--- src/hw/cpu_pkg.sv ---
`default_nettype none

package cpu_pkg;

	// ------------------------------
	// bus widths
	// ------------------------------
	localparam int ADDR_W = 16; // full address
	localparam int DATA_W = 8; // data byte, also low address half

	// machine cycles after the opcode fetch
	localparam int MAX_EXTRA = 2; // jmp, jccc and mvi m need two
	localparam int CYC_W = $clog2(MAX_EXTRA + 1); // cycle index width

	// ------------------------------
	// t-states, one-hot
	// ------------------------------
	typedef enum logic [6:0] {
		TR = 7'b0000001, // reset
		T1 = 7'b0000010, // address out, ale
		T2 = 7'b0000100, // strobe low, ready sampled
		TW = 7'b0001000, // wait
		T3 = 7'b0010000, // data sampled
		T4 = 7'b0100000, // decode after fetch
		TT = 7'b1000000 // halt
	} t_state_e;

	// machine cycle kind
	typedef enum logic [1:0] {
		OF, // opcode fetch
		MR, // memory read
		MW, // memory write
		HLT // halted, bus idle
	} cycle_e;

	// status lines {io_m_n, s1, s0}
	localparam logic [2:0] STAT_OF = 3'b011;
	localparam logic [2:0] STAT_MR = 3'b010;
	localparam logic [2:0] STAT_MW = 3'b001;
	localparam logic [2:0] STAT_HLT = 3'b000;

endpackage

`default_nettype wire

--- src/hw/isa_pkg.sv ---
`default_nettype none

package isa_pkg;

	// ------------------------------
	// operation classes
	// ------------------------------
	typedef enum logic [3:0] {
		NOP,
		MOV_RR, // mov r,r
		MOV_RM, // mov r,m  register from memory
		MOV_MR, // mov m,r  memory from register
		MVI_R,
		MVI_M,
		ALU_R,
		ALU_M,
		ALU_I,
		INR,
		DCR,
		JMP,
		JCC,
		HLT
	} op_class_e;

	// alu op, opcode bits 5:3
	typedef enum logic [2:0] {ADD, ADC, SUB, SBB, ANA, XRA, ORA, CMP} alu_op_e;

	// register codes
	localparam logic [2:0] REG_H = 3'b100;
	localparam logic [2:0] REG_L = 3'b101;
	localparam logic [2:0] REG_M = 3'b110; // memory at hl
	localparam logic [2:0] REG_A = 3'b111;

	// flag bit positions
	localparam int FLAG_S = 7;
	localparam int FLAG_Z = 6;
	localparam int FLAG_P = 2;
	localparam int FLAG_C = 0;
	localparam logic [7:0] FLAG_MASK = 8'b1100_0101; // s z p c kept

endpackage

`default_nettype wire

--- src/hw/alu8.sv ---
`default_nettype none

module alu8 (
	input wire [3:0] i_op, // {inr/dcr, alu op}
	input wire [cpu_pkg::DATA_W-1:0] i_a,
	input wire [cpu_pkg::DATA_W-1:0] i_b,
	input wire [cpu_pkg::DATA_W-1:0] i_flags,
	output logic [cpu_pkg::DATA_W-1:0] o_result,
	output logic [cpu_pkg::DATA_W-1:0] o_flags
);

	isa_pkg::alu_op_e op;
	logic keep_c; // inr/dcr leave carry alone
	logic cin;
	logic [cpu_pkg::DATA_W:0] sum; // top bit is carry
	logic [cpu_pkg::DATA_W:0] diff; // top bit is borrow
	logic [cpu_pkg::DATA_W-1:0] val; // value the flags are taken from
	logic cy;
	logic [cpu_pkg::DATA_W-1:0] fl;

	assign op = isa_pkg::alu_op_e'(i_op[2:0]);
	assign keep_c = i_op[3];

	always_comb begin
		cin = i_flags[isa_pkg::FLAG_C] & ((op == isa_pkg::ADC) | (op == isa_pkg::SBB));
		sum = {1'b0, i_a} + {1'b0, i_b} + {{cpu_pkg::DATA_W{1'b0}}, cin};
		diff = {1'b0, i_a} - {1'b0, i_b} - {{cpu_pkg::DATA_W{1'b0}}, cin};
		val = sum[cpu_pkg::DATA_W-1:0];
		cy = sum[cpu_pkg::DATA_W];
		case (op)
			isa_pkg::ADD, isa_pkg::ADC: begin
				val = sum[cpu_pkg::DATA_W-1:0];
				cy = sum[cpu_pkg::DATA_W];
			end
			isa_pkg::SUB, isa_pkg::SBB, isa_pkg::CMP: begin
				val = diff[cpu_pkg::DATA_W-1:0];
				cy = diff[cpu_pkg::DATA_W]; // borrow
			end
			isa_pkg::ANA: begin
				val = i_a & i_b;
				cy = 1'b0; // logic ops clear carry
			end
			isa_pkg::XRA: begin
				val = i_a ^ i_b;
				cy = 1'b0;
			end
			isa_pkg::ORA: begin
				val = i_a | i_b;
				cy = 1'b0;
			end
			default: ;
		endcase
		if (keep_c)
			cy = i_flags[isa_pkg::FLAG_C];
		o_result = (op == isa_pkg::CMP) ? i_a : val; // cmp only sets flags
		fl = '0;
		fl[isa_pkg::FLAG_S] = val[cpu_pkg::DATA_W-1];
		fl[isa_pkg::FLAG_Z] = (val == '0);
		fl[isa_pkg::FLAG_P] = ~^val; // even parity
		fl[isa_pkg::FLAG_C] = cy;
		o_flags = fl & isa_pkg::FLAG_MASK;
	end

endmodule

`default_nettype wire

--- src/hw/bus_cycle_ctrl.sv ---
`default_nettype none

module bus_cycle_ctrl (
	input wire clk,
	input wire rst,
	input wire i_ready,
	input wire [cpu_pkg::CYC_W-1:0] i_extra_cycles,
	input wire [cpu_pkg::MAX_EXTRA-1:0] i_write_mask,
	input wire i_halt,
	input wire [cpu_pkg::ADDR_W-1:0] i_addr,
	input wire [cpu_pkg::DATA_W-1:0] i_wdata,
	output logic o_ir_load,
	output logic [cpu_pkg::CYC_W-1:0] o_cycle_idx,
	output logic o_data_strobe,
	output logic o_exec,
	output logic [cpu_pkg::ADDR_W-cpu_pkg::DATA_W-1:0] o_addr_hi,
	output logic [cpu_pkg::DATA_W-1:0] o_ad,
	output logic o_ad_oe,
	output logic o_ale,
	output logic o_rd_n,
	output logic o_wr_n,
	output logic o_io_m_n,
	output logic o_s1,
	output logic o_s0
);

	cpu_pkg::t_state_e state_q, state_nxt;
	logic [cpu_pkg::CYC_W-1:0] idx_q, idx_nxt; // 0 = fetch
	cpu_pkg::cycle_e cyc_q, cyc_nxt;
	logic [2**cpu_pkg::CYC_W-1:0] wmask_ext; // write flag by cycle index
	logic last_cyc;
	logic strobe_act;
	logic rd_act;
	logic wr_act;
	logic [2:0] stat;

	always_comb begin
		wmask_ext = '0;
		wmask_ext[cpu_pkg::MAX_EXTRA:1] = i_write_mask; // fetch never writes
	end

	assign last_cyc = (idx_q == i_extra_cycles);

	// ------------------------------
	// t-state sequencing
	// ------------------------------
	always_comb begin
		state_nxt = state_q;
		idx_nxt = idx_q;
		case (state_q)
			cpu_pkg::TR: state_nxt = cpu_pkg::T1; // first fetch at pc 0
			cpu_pkg::T1: state_nxt = cpu_pkg::T2;
			cpu_pkg::T2, cpu_pkg::TW:
				state_nxt = i_ready ? cpu_pkg::T3 : cpu_pkg::TW; // stretch while not ready
			cpu_pkg::T3: begin
				if (idx_q == '0) begin
					state_nxt = cpu_pkg::T4; // decode needs the new ir
				end else begin
					state_nxt = cpu_pkg::T1;
					idx_nxt = last_cyc ? '0 : idx_q + 1'b1;
				end
			end
			cpu_pkg::T4: begin
				if (i_halt) begin
					state_nxt = cpu_pkg::TT;
				end else begin
					state_nxt = cpu_pkg::T1;
					idx_nxt = last_cyc ? '0 : idx_q + 1'b1; // 0 or first extra
				end
			end
			cpu_pkg::TT: state_nxt = cpu_pkg::TT; // only reset leaves
			default: state_nxt = cpu_pkg::TR;
		endcase
	end

	// kind of the cycle about to start
	always_comb begin
		if (state_nxt == cpu_pkg::TT)
			cyc_nxt = cpu_pkg::HLT;
		else if (idx_nxt == '0)
			cyc_nxt = cpu_pkg::OF;
		else
			cyc_nxt = wmask_ext[idx_nxt] ? cpu_pkg::MW : cpu_pkg::MR;
	end

	always_ff @(posedge clk or posedge rst) begin
		if (rst) begin
			state_q <= cpu_pkg::TR;
			idx_q <= '0;
			cyc_q <= cpu_pkg::HLT; // status 000 in reset
		end else begin
			state_q <= state_nxt;
			idx_q <= idx_nxt;
			if (state_nxt == cpu_pkg::T1 || state_nxt == cpu_pkg::TT)
				cyc_q <= cyc_nxt; // status changes only at t1
		end
	end

	// ------------------------------
	// status and strobes
	// ------------------------------
	always_comb begin
		case (cyc_q)
			cpu_pkg::OF: stat = cpu_pkg::STAT_OF;
			cpu_pkg::MR: stat = cpu_pkg::STAT_MR;
			cpu_pkg::MW: stat = cpu_pkg::STAT_MW;
			default: stat = cpu_pkg::STAT_HLT;
		endcase
	end

	assign {o_io_m_n, o_s1, o_s0} = stat;

	assign strobe_act = (state_q == cpu_pkg::T2) || (state_q == cpu_pkg::TW) ||
		(state_q == cpu_pkg::T3);
	assign rd_act = strobe_act && (cyc_q == cpu_pkg::OF || cyc_q == cpu_pkg::MR);
	assign wr_act = strobe_act && (cyc_q == cpu_pkg::MW);

	assign o_ale = (state_q == cpu_pkg::T1);
	assign o_rd_n = ~rd_act;
	assign o_wr_n = ~wr_act;
	assign o_ad_oe = o_ale || wr_act; // off while memory drives
	assign o_ad = o_ale ? i_addr[cpu_pkg::DATA_W-1:0] : i_wdata; // low addr, then data
	assign o_addr_hi = i_addr[cpu_pkg::ADDR_W-1:cpu_pkg::DATA_W];

	// ------------------------------
	// datapath timing
	// ------------------------------
	assign o_cycle_idx = idx_q;
	assign o_data_strobe = (state_q == cpu_pkg::T3);
	assign o_ir_load = o_data_strobe && (idx_q == '0);
	assign o_exec = ((state_q == cpu_pkg::T4) && (i_extra_cycles == '0)) ||
		(o_data_strobe && (idx_q != '0) && last_cyc);

endmodule

`default_nettype wire

--- src/hw/cpu85_top.sv ---
`default_nettype none

module cpu85_top (
	input wire clk,
	input wire rst,
	input wire i_ready,
	input wire [cpu_pkg::DATA_W-1:0] i_ad,
	output wire [cpu_pkg::ADDR_W-cpu_pkg::DATA_W-1:0] o_addr_hi,
	output wire [cpu_pkg::DATA_W-1:0] o_ad,
	output wire o_ad_oe,
	output wire o_ale,
	output wire o_rd_n,
	output wire o_wr_n,
	output wire o_io_m_n,
	output wire o_s1,
	output wire o_s0
);

	isa_pkg::op_class_e op_class;
	isa_pkg::alu_op_e alu_op;
	logic [2:0] dst, src;
	logic [cpu_pkg::CYC_W-1:0] extra_cycles, cycle_idx;
	logic [cpu_pkg::MAX_EXTRA-1:0] write_mask;
	logic halt, ir_load, data_strobe, exec;
	logic [cpu_pkg::ADDR_W-1:0] addr;
	logic [cpu_pkg::DATA_W-1:0] wdata;

	instr_decoder dec_i (
		.clk(clk),
		.rst(rst),
		.i_ir_load(ir_load),
		.i_ad(i_ad),
		.o_op_class(op_class),
		.o_alu_op(alu_op),
		.o_dst(dst),
		.o_src(src),
		.o_extra_cycles(extra_cycles),
		.o_write_mask(write_mask),
		.o_halt(halt)
	);

	// sequencer owns the external bus
	bus_cycle_ctrl seq_i (
		.clk(clk),
		.rst(rst),
		.i_ready(i_ready),
		.i_extra_cycles(extra_cycles),
		.i_write_mask(write_mask),
		.i_halt(halt),
		.i_addr(addr),
		.i_wdata(wdata),
		.o_ir_load(ir_load),
		.o_cycle_idx(cycle_idx),
		.o_data_strobe(data_strobe),
		.o_exec(exec),
		.o_addr_hi(o_addr_hi),
		.o_ad(o_ad),
		.o_ad_oe(o_ad_oe),
		.o_ale(o_ale),
		.o_rd_n(o_rd_n),
		.o_wr_n(o_wr_n),
		.o_io_m_n(o_io_m_n),
		.o_s1(o_s1),
		.o_s0(o_s0)
	);

	exec_datapath dp_i (
		.clk(clk),
		.rst(rst),
		.i_op_class(op_class),
		.i_alu_op(alu_op),
		.i_dst(dst),
		.i_src(src),
		.i_cycle_idx(cycle_idx),
		.i_data_strobe(data_strobe),
		.i_exec(exec),
		.i_ad(i_ad),
		.o_addr(addr),
		.o_wdata(wdata)
	);

endmodule

`default_nettype wire

--- src/hw/exec_datapath.sv ---
`default_nettype none

module exec_datapath (
	input wire clk,
	input wire rst,
	input wire isa_pkg::op_class_e i_op_class,
	input wire isa_pkg::alu_op_e i_alu_op,
	input wire [2:0] i_dst,
	input wire [2:0] i_src,
	input wire [cpu_pkg::CYC_W-1:0] i_cycle_idx,
	input wire i_data_strobe,
	input wire i_exec,
	input wire [cpu_pkg::DATA_W-1:0] i_ad,
	output logic [cpu_pkg::ADDR_W-1:0] o_addr,
	output logic [cpu_pkg::DATA_W-1:0] o_wdata
);

	logic [cpu_pkg::DATA_W-1:0] regs [0:7]; // by register code, slot m unused
	logic [cpu_pkg::DATA_W-1:0] flags_q;
	logic [cpu_pkg::ADDR_W-1:0] pc_q;
	logic [cpu_pkg::DATA_W-1:0] opnd_q; // imm byte or low target byte
	logic [cpu_pkg::DATA_W-1:0] src_val;
	logic [cpu_pkg::DATA_W-1:0] alu_a, alu_b, alu_res, alu_flags;
	logic [3:0] alu_op;
	logic incdec;
	logic use_pc;
	logic cond_ok;
	logic pc_load;
	logic wr_en, flags_wr;
	logic [2:0] wr_idx;
	logic [cpu_pkg::DATA_W-1:0] wr_val;

	assign src_val = regs[i_src];

	// ------------------------------
	// alu operands
	// ------------------------------
	assign incdec = (i_op_class == isa_pkg::INR) || (i_op_class == isa_pkg::DCR);
	assign alu_a = incdec ? regs[i_dst] : regs[isa_pkg::REG_A];
	assign alu_b = (i_op_class == isa_pkg::ALU_R) ? src_val :
		incdec ? cpu_pkg::DATA_W'(1) : i_ad; // m and imm from bus
	assign alu_op = {incdec, (i_op_class == isa_pkg::DCR) ? isa_pkg::SUB :
		(i_op_class == isa_pkg::INR) ? isa_pkg::ADD : i_alu_op};

	alu8 alu_i (
		.i_op(alu_op),
		.i_a(alu_a),
		.i_b(alu_b),
		.i_flags(flags_q),
		.o_result(alu_res),
		.o_flags(alu_flags)
	);

	// jccc condition from ccc field
	always_comb begin
		case (i_dst)
			3'd0: cond_ok = ~flags_q[isa_pkg::FLAG_Z]; // nz
			3'd1: cond_ok = flags_q[isa_pkg::FLAG_Z]; // z
			3'd2: cond_ok = ~flags_q[isa_pkg::FLAG_C]; // nc
			3'd3: cond_ok = flags_q[isa_pkg::FLAG_C]; // c
			3'd4: cond_ok = ~flags_q[isa_pkg::FLAG_P]; // po
			3'd5: cond_ok = flags_q[isa_pkg::FLAG_P]; // pe
			3'd6: cond_ok = ~flags_q[isa_pkg::FLAG_S]; // p
			default: cond_ok = flags_q[isa_pkg::FLAG_S]; // m
		endcase
	end

	// ------------------------------
	// address and write data
	// ------------------------------
	always_comb begin
		use_pc = 1'b0;
		if (i_cycle_idx == '0)
			use_pc = 1'b1; // fetch, class still from last opcode
		else
			case (i_op_class)
				isa_pkg::MVI_R, isa_pkg::ALU_I, isa_pkg::JMP, isa_pkg::JCC: use_pc = 1'b1;
				isa_pkg::MVI_M: use_pc = (i_cycle_idx == cpu_pkg::CYC_W'(1)); // imm, then hl
				default: use_pc = 1'b0; // m operand
			endcase
	end

	assign o_addr = use_pc ? pc_q : {regs[isa_pkg::REG_H], regs[isa_pkg::REG_L]};
	assign o_wdata = (i_op_class == isa_pkg::MVI_M) ? opnd_q : src_val;

	always_ff @(posedge clk) begin
		if (i_data_strobe && i_cycle_idx == cpu_pkg::CYC_W'(1))
			opnd_q <= i_ad;
	end

	// target takes the live high byte at the last t3
	assign pc_load = i_exec && ((i_op_class == isa_pkg::JMP) ||
		(i_op_class == isa_pkg::JCC && cond_ok));

	always_ff @(posedge clk or posedge rst) begin
		if (rst)
			pc_q <= '0;
		else if (pc_load)
			pc_q <= {i_ad, opnd_q};
		else if (i_data_strobe && use_pc)
			pc_q <= pc_q + 1'b1; // past opcode or imm byte
	end

	// ------------------------------
	// register writeback
	// ------------------------------
	always_comb begin
		wr_en = 1'b0;
		flags_wr = 1'b0;
		wr_idx = i_dst;
		wr_val = i_ad; // mov r,m and mvi r
		if (i_exec)
			case (i_op_class)
				isa_pkg::MOV_RR: begin
					wr_en = 1'b1;
					wr_val = src_val;
				end
				isa_pkg::MOV_RM, isa_pkg::MVI_R: wr_en = 1'b1;
				isa_pkg::ALU_R, isa_pkg::ALU_M, isa_pkg::ALU_I: begin
					wr_en = 1'b1; // cmp returns a unchanged
					wr_idx = isa_pkg::REG_A;
					wr_val = alu_res;
					flags_wr = 1'b1;
				end
				isa_pkg::INR, isa_pkg::DCR: begin
					wr_en = 1'b1;
					wr_val = alu_res;
					flags_wr = 1'b1;
				end
				default: ;
			endcase
	end

	always_ff @(posedge clk) begin
		if (wr_en)
			regs[wr_idx] <= wr_val;
	end

	always_ff @(posedge clk or posedge rst) begin
		if (rst)
			flags_q <= '0;
		else if (flags_wr)
			flags_q <= alu_flags;
	end

endmodule

`default_nettype wire

--- src/hw/instr_decoder.sv ---
`default_nettype none

module instr_decoder (
	input wire clk,
	input wire rst,
	input wire i_ir_load, // t3 of opcode fetch
	input wire [cpu_pkg::DATA_W-1:0] i_ad,
	output isa_pkg::op_class_e o_op_class,
	output isa_pkg::alu_op_e o_alu_op,
	output logic [2:0] o_dst, // also ccc for jccc
	output logic [2:0] o_src,
	output logic [cpu_pkg::CYC_W-1:0] o_extra_cycles,
	output logic [cpu_pkg::MAX_EXTRA-1:0] o_write_mask, // bit 0 = first extra cycle
	output logic o_halt
);

	logic [cpu_pkg::DATA_W-1:0] ir_q;

	always_ff @(posedge clk or posedge rst) begin
		if (rst)
			ir_q <= '0; // nop
		else if (i_ir_load)
			ir_q <= i_ad;
	end

	assign o_dst = ir_q[5:3];
	assign o_src = ir_q[2:0];
	assign o_alu_op = isa_pkg::alu_op_e'(ir_q[5:3]);

	// ------------------------------
	// opcode to class
	// ------------------------------
	always_comb begin
		o_op_class = isa_pkg::NOP; // unsupported codes run as nop
		case (ir_q[7:6])
			2'b00: begin // mvi, inr, dcr
				if (o_src == 3'b110)
					o_op_class = (o_dst == isa_pkg::REG_M) ? isa_pkg::MVI_M : isa_pkg::MVI_R;
				else if (o_src == 3'b100 && o_dst != isa_pkg::REG_M)
					o_op_class = isa_pkg::INR;
				else if (o_src == 3'b101 && o_dst != isa_pkg::REG_M)
					o_op_class = isa_pkg::DCR;
			end
			2'b01: begin // moves, hlt in the m,m slot
				if (o_dst == isa_pkg::REG_M && o_src == isa_pkg::REG_M)
					o_op_class = isa_pkg::HLT;
				else if (o_dst == isa_pkg::REG_M)
					o_op_class = isa_pkg::MOV_MR;
				else if (o_src == isa_pkg::REG_M)
					o_op_class = isa_pkg::MOV_RM;
				else
					o_op_class = isa_pkg::MOV_RR;
			end
			2'b10: o_op_class = (o_src == isa_pkg::REG_M) ? isa_pkg::ALU_M : isa_pkg::ALU_R;
			default: begin // 11: immediates and jumps
				if (o_src == 3'b110)
					o_op_class = isa_pkg::ALU_I;
				else if (o_src == 3'b011 && o_dst == 3'b000)
					o_op_class = isa_pkg::JMP; // c3
				else if (o_src == 3'b010)
					o_op_class = isa_pkg::JCC;
			end
		endcase
	end

	// ------------------------------
	// machine cycle plan
	// ------------------------------
	always_comb begin
		o_extra_cycles = '0;
		o_write_mask = '0;
		case (o_op_class)
			isa_pkg::MVI_R, isa_pkg::ALU_I, isa_pkg::MOV_RM, isa_pkg::ALU_M:
				o_extra_cycles = cpu_pkg::CYC_W'(1); // one read
			isa_pkg::MOV_MR: begin
				o_extra_cycles = cpu_pkg::CYC_W'(1);
				o_write_mask = cpu_pkg::MAX_EXTRA'(1); // the extra cycle writes
			end
			isa_pkg::MVI_M: begin
				o_extra_cycles = cpu_pkg::CYC_W'(2);
				o_write_mask = cpu_pkg::MAX_EXTRA'(2); // read imm, then write
			end
			isa_pkg::JMP, isa_pkg::JCC:
				o_extra_cycles = cpu_pkg::CYC_W'(2); // low, high target byte
			default: ;
		endcase
	end

	assign o_halt = (o_op_class == isa_pkg::HLT);

endmodule

`default_nettype wire

--- config.mk ---
export PLATFORM = sky130hd
export DESIGN_NAME = cpu85_top
export DESIGN_NICKNAME = d
export VERILOG_FILES = /design/src/hw/cpu_pkg.sv /design/src/hw/isa_pkg.sv /design/src/hw/alu8.sv /design/src/hw/bus_cycle_ctrl.sv /design/src/hw/cpu85_top.sv /design/src/hw/exec_datapath.sv /design/src/hw/instr_decoder.sv
export SDC_FILE = /design/constraint.sdc
export NUM_CORES = 1
export LEC_CHECK = 0
export BUFFER_PORTS_ARGS = -buffer_cell sky130_fd_sc_hd__buf_4
export CAP_MARGIN = 20
export CELL_PAD_IN_SITES_DETAIL_PLACEMENT = 1
export CELL_PAD_IN_SITES_GLOBAL_PLACEMENT = 1
export CORE_ASPECT_RATIO = 1.25
export CORE_MARGIN = 4
export CORE_UTILIZATION = 54
export CTS_CLUSTER_DIAMETER = 30
export DETAILED_ROUTE_END_ITERATION = 16
export HOLD_SLACK_MARGIN = 0.05
export PLACE_DENSITY_LB_ADDON = 0.1
export REMOVE_ABC_BUFFERS = 1
export SLEW_MARGIN = 10
export SYNTH_ARGS = -nofsm -noshare
export SYNTH_HDL_FRONTEND = slang
export SYNTH_SLANG_ARGS = --single-unit
--- constraint.sdc ---
create_clock -name clk -period 10.35 [get_ports clk]
set_input_delay 2.07 -clock clk [delete_from_list [all_inputs] [get_ports clk]]
set_output_delay 2.07 -clock clk [all_outputs]
set_load 0.005 [all_outputs]
==> metrics.cfg <==
[sta]
fin_crit_ns=6.77
setup_viol=0
finClkSkew_ns=0.0129
tightest_slew_ns=1.06
finalSetupTns_ns=0
fin_crit_sh=0.654
finalHoldViolCount=0
relSlewSlack=0.293
fmax_ghz=0.148
maxSlewViolCount=0
grt_setup_unrepaired=false

[finish]
multiInputGateArea_um2=4460
drive_above_1_share=0.171
fill_cells=1581
ff_latch_area_um2=3140
area_delta_synth_final_pct=8.52
fin_nets=840
n_antenna_cell=0

[worst_setup_path]
required_ns=8.28
arrival_ns=4.70
cp-start-kind=flip-flop
r2r_end=dp_i.flags_q[2]
worstPathMaxFanout=29
cp_cell_sequence=buf_4, nand3b_1, nand2_1, o21ai_1, nand2_1, a21oi_1, a2111o_1, mux2_2, buf_4
r2r_cells=21
path_class=flip-flop to output pin
end_kind=output pin
r2r_slack_ns=3.91
crit_slowest_cell=nand2_1
max_stage_delay_ns=0.71
reg2reg_from=dec_i.ir_q[4]

[placed_design]
gp_congestion=0.895
dpl.hpwl_um=18700
place.port_buffers=32

[route]
drtIter0Drc=611
drc_errors=0
detail_route.first_pass.iterations=5
totalWireLength_um=25500
vias_per_cell=6.94
vias=6753
wl_per_cell_um=26.2
final_antenna_net_count=0

[cts]
htreeDepth=3
clock_latency_ns=0.37
clk_pin_slew_worst_paths_ns=0.09
cts.sinks=111
cts_tree=yes
clockBufferDepth=2
root_buffer=clkbuf_16
ctsResizeCount=0
cts_inserted_buffers=9
cts_setup_buffers=0
hold_buffers=0

[floorplanning]
die_y_um=144
dieArea_um2=16700
core-area_um2=14400
rows=49
boundaryPins=34
die_x_um=117
start_util=0.552

[min_path]
holdPathEnd=dp_i.pc_q[6]
min_from=dp_i.opnd_q[6]
hp-class=flip-flop to flip-flop
hold_depth=1

[synthesis]
ys_warn_count=0
muxShareOfSynthArea=0.144
synthDistinctLibCells=71
netlist_area_um2=7950
synth_ff_type=edfxtp_1
ys_async_sr_fraction=0.351
synth.most_common_cell=nand2_1
netlist.area_leader.share=0.272
synth_simple_gate_area_frac=0.151
synth_edf_count=72
synthTopCellsByCount=88 x nand2_1, 72 x edfxtp_1, 49 x o21ai_0
synth-seq-cells=111
yosysTopAreaCell=edfxtp_1
syn_inst=771
synth-xor-area-share=0.0231
synth_top_family_by_area=compound AO/OA/AOI/OAI gates
synthTopCellsByArea=edfxtp_1 27%, dfrtp_1 11%, mux4_2 8.5%
synth_fa_ha_area_frac=0.0652
synth_compound_area_frac=0.173
syn_area_per_cell_um2=10.3
yosysSeqAreaShare=0.395

[power_and_ir_drop]
finalPower_mw=2.81
vdd_drop_max_mv=0.245
p_per_area_nw_per_um2=326
p_leak_nw=3.46

[global_route]
antenna_found_initial=0
grtUsageTotal=0.319
grt-ovfl-total=0
grt_pass1_vias=7125
grt_pass1_wl_um=40100
grt_max_degree=44

[status]
status=completed

[flow_run]
maxCapViolCount=0

## power by group
group          total (mW)  internal (mW)  switching, mW
Clock               0.374          0.179          0.195
Combinational        1.87          0.771           1.10
Sequential          0.570          0.511         0.0593
Total                2.81           1.46           1.35
## worst max-delay path by stage
stage | start | endpoint | slack [ns] | depth (start not counted)
after detailed placement | dec_i.ir_q[3] | o_addr_hi[0] | 4.02 | 9
final | dec_i.ir_q[3] | o_addr_hi[5] | 3.58 | 9
after floorplan | dec_i.ir_q[4] | dp_i.flags_q[2] | 4.68 | 19
after global routing | dec_i.ir_q[3] | o_ad[4] | 3.20 | 10
after global placement | dec_i.ir_q[3] | dp_i.flags_q[2] | 4.24 | 21
after CTS | dec_i.ir_q[3] | o_addr_hi[0] | 3.59 | 9
## flip-flops by register name (all words and copies together), names as in the netlist
signal	flops
dp_i.regs	64
dp_i.pc_q	16
dec_i.ir_q	8
dp_i.opnd_q	8
seq_i.state_q	7
dp_i.flags_q	4
seq_i.cyc_q	2
seq_i.o_cycle_idx	2
## cells in the final DEF, fill, tap and decap left out, types with 6 or more instances in the layout
cell and instances:
edfxtp_1 72, nor2_1 41, clkbuf_16 9, nand3_1 17
a21o_1 12, xnor2_1 16, dfrtp_1 36, or3_1 11
ha_1 35, mux2_2 24, a211o_1 14, o22ai_1 12
mux4_2 30, a211oi_1 8, a21oi_1 35, o21ai_1 15
nor3_1 13, nor4_2 8, o21ai_0 49, conb_1 9
buf_4 42, o21a_1 7, nor2b_1 6, nand2_1 88
nor4_1 6, o211ai_1 14, mux2i_1 20, inv_1 41
nand2b_1 10
## area by class of cell
type,instances,area share
clock buffers,9,0.0261
clock inverters,7,0.0112
inverters,42,0.0183
multi-input cells,583,0.517
flip-flops and latches,111,0.364
well taps,178,0.0258
repair buffers,43,0.0371
## metal layers
layer,share of wire,wire length [um],GRT usage
met4,0.051,1290,0.160
met2,0.50,12900,0.543
met5,0,0,0
met3,0.070,1780,0.0510
met1,0.37,9570,0.389
## kinds of logic after synthesis
group | Yosys count
AND/OR/NAND/NOR | 232
AO/OA/AOI/OAI | 208
flip-flops | 111
buffers and inverters | 85
multiplexers | 74
adder cells (fa/ha/maj) | 39
XOR/XNOR | 21
other | 1
## worst max-delay path, delay by kind of cell (launching register included)
kind            cells  cell delay, ns
buf+inv             2            0.55
flops               1            0.35
compound gates      3            1.52
simple gates        3            1.46
mux                 1            0.42
## metrics by stage
| stage | worst slack, ns | instance area (um2) | hold WS, ns | util | cells |
|---|---|---|---|---|---|
| 5_1_grt | 3.20 | 8630 | 0.533 | 0.599 | 973 |
| 3_3_place_gp | 4.24 | 8300 | 0.464 | 0.576 | 956 |
| 2_1_floorplan | 4.68 | 7760 | 0.452 | - | 736 |
| 6_report | 3.58 | 8630 | 0.513 | 0.599 | 973 |
| 4_1_cts | 3.59 | 8630 | 0.517 | 0.599 | 973 |
| 3_5_place_dp | 4.02 | 8300 | 0.489 | 0.576 | 957 |
Power figures use the tool's default switching activity.
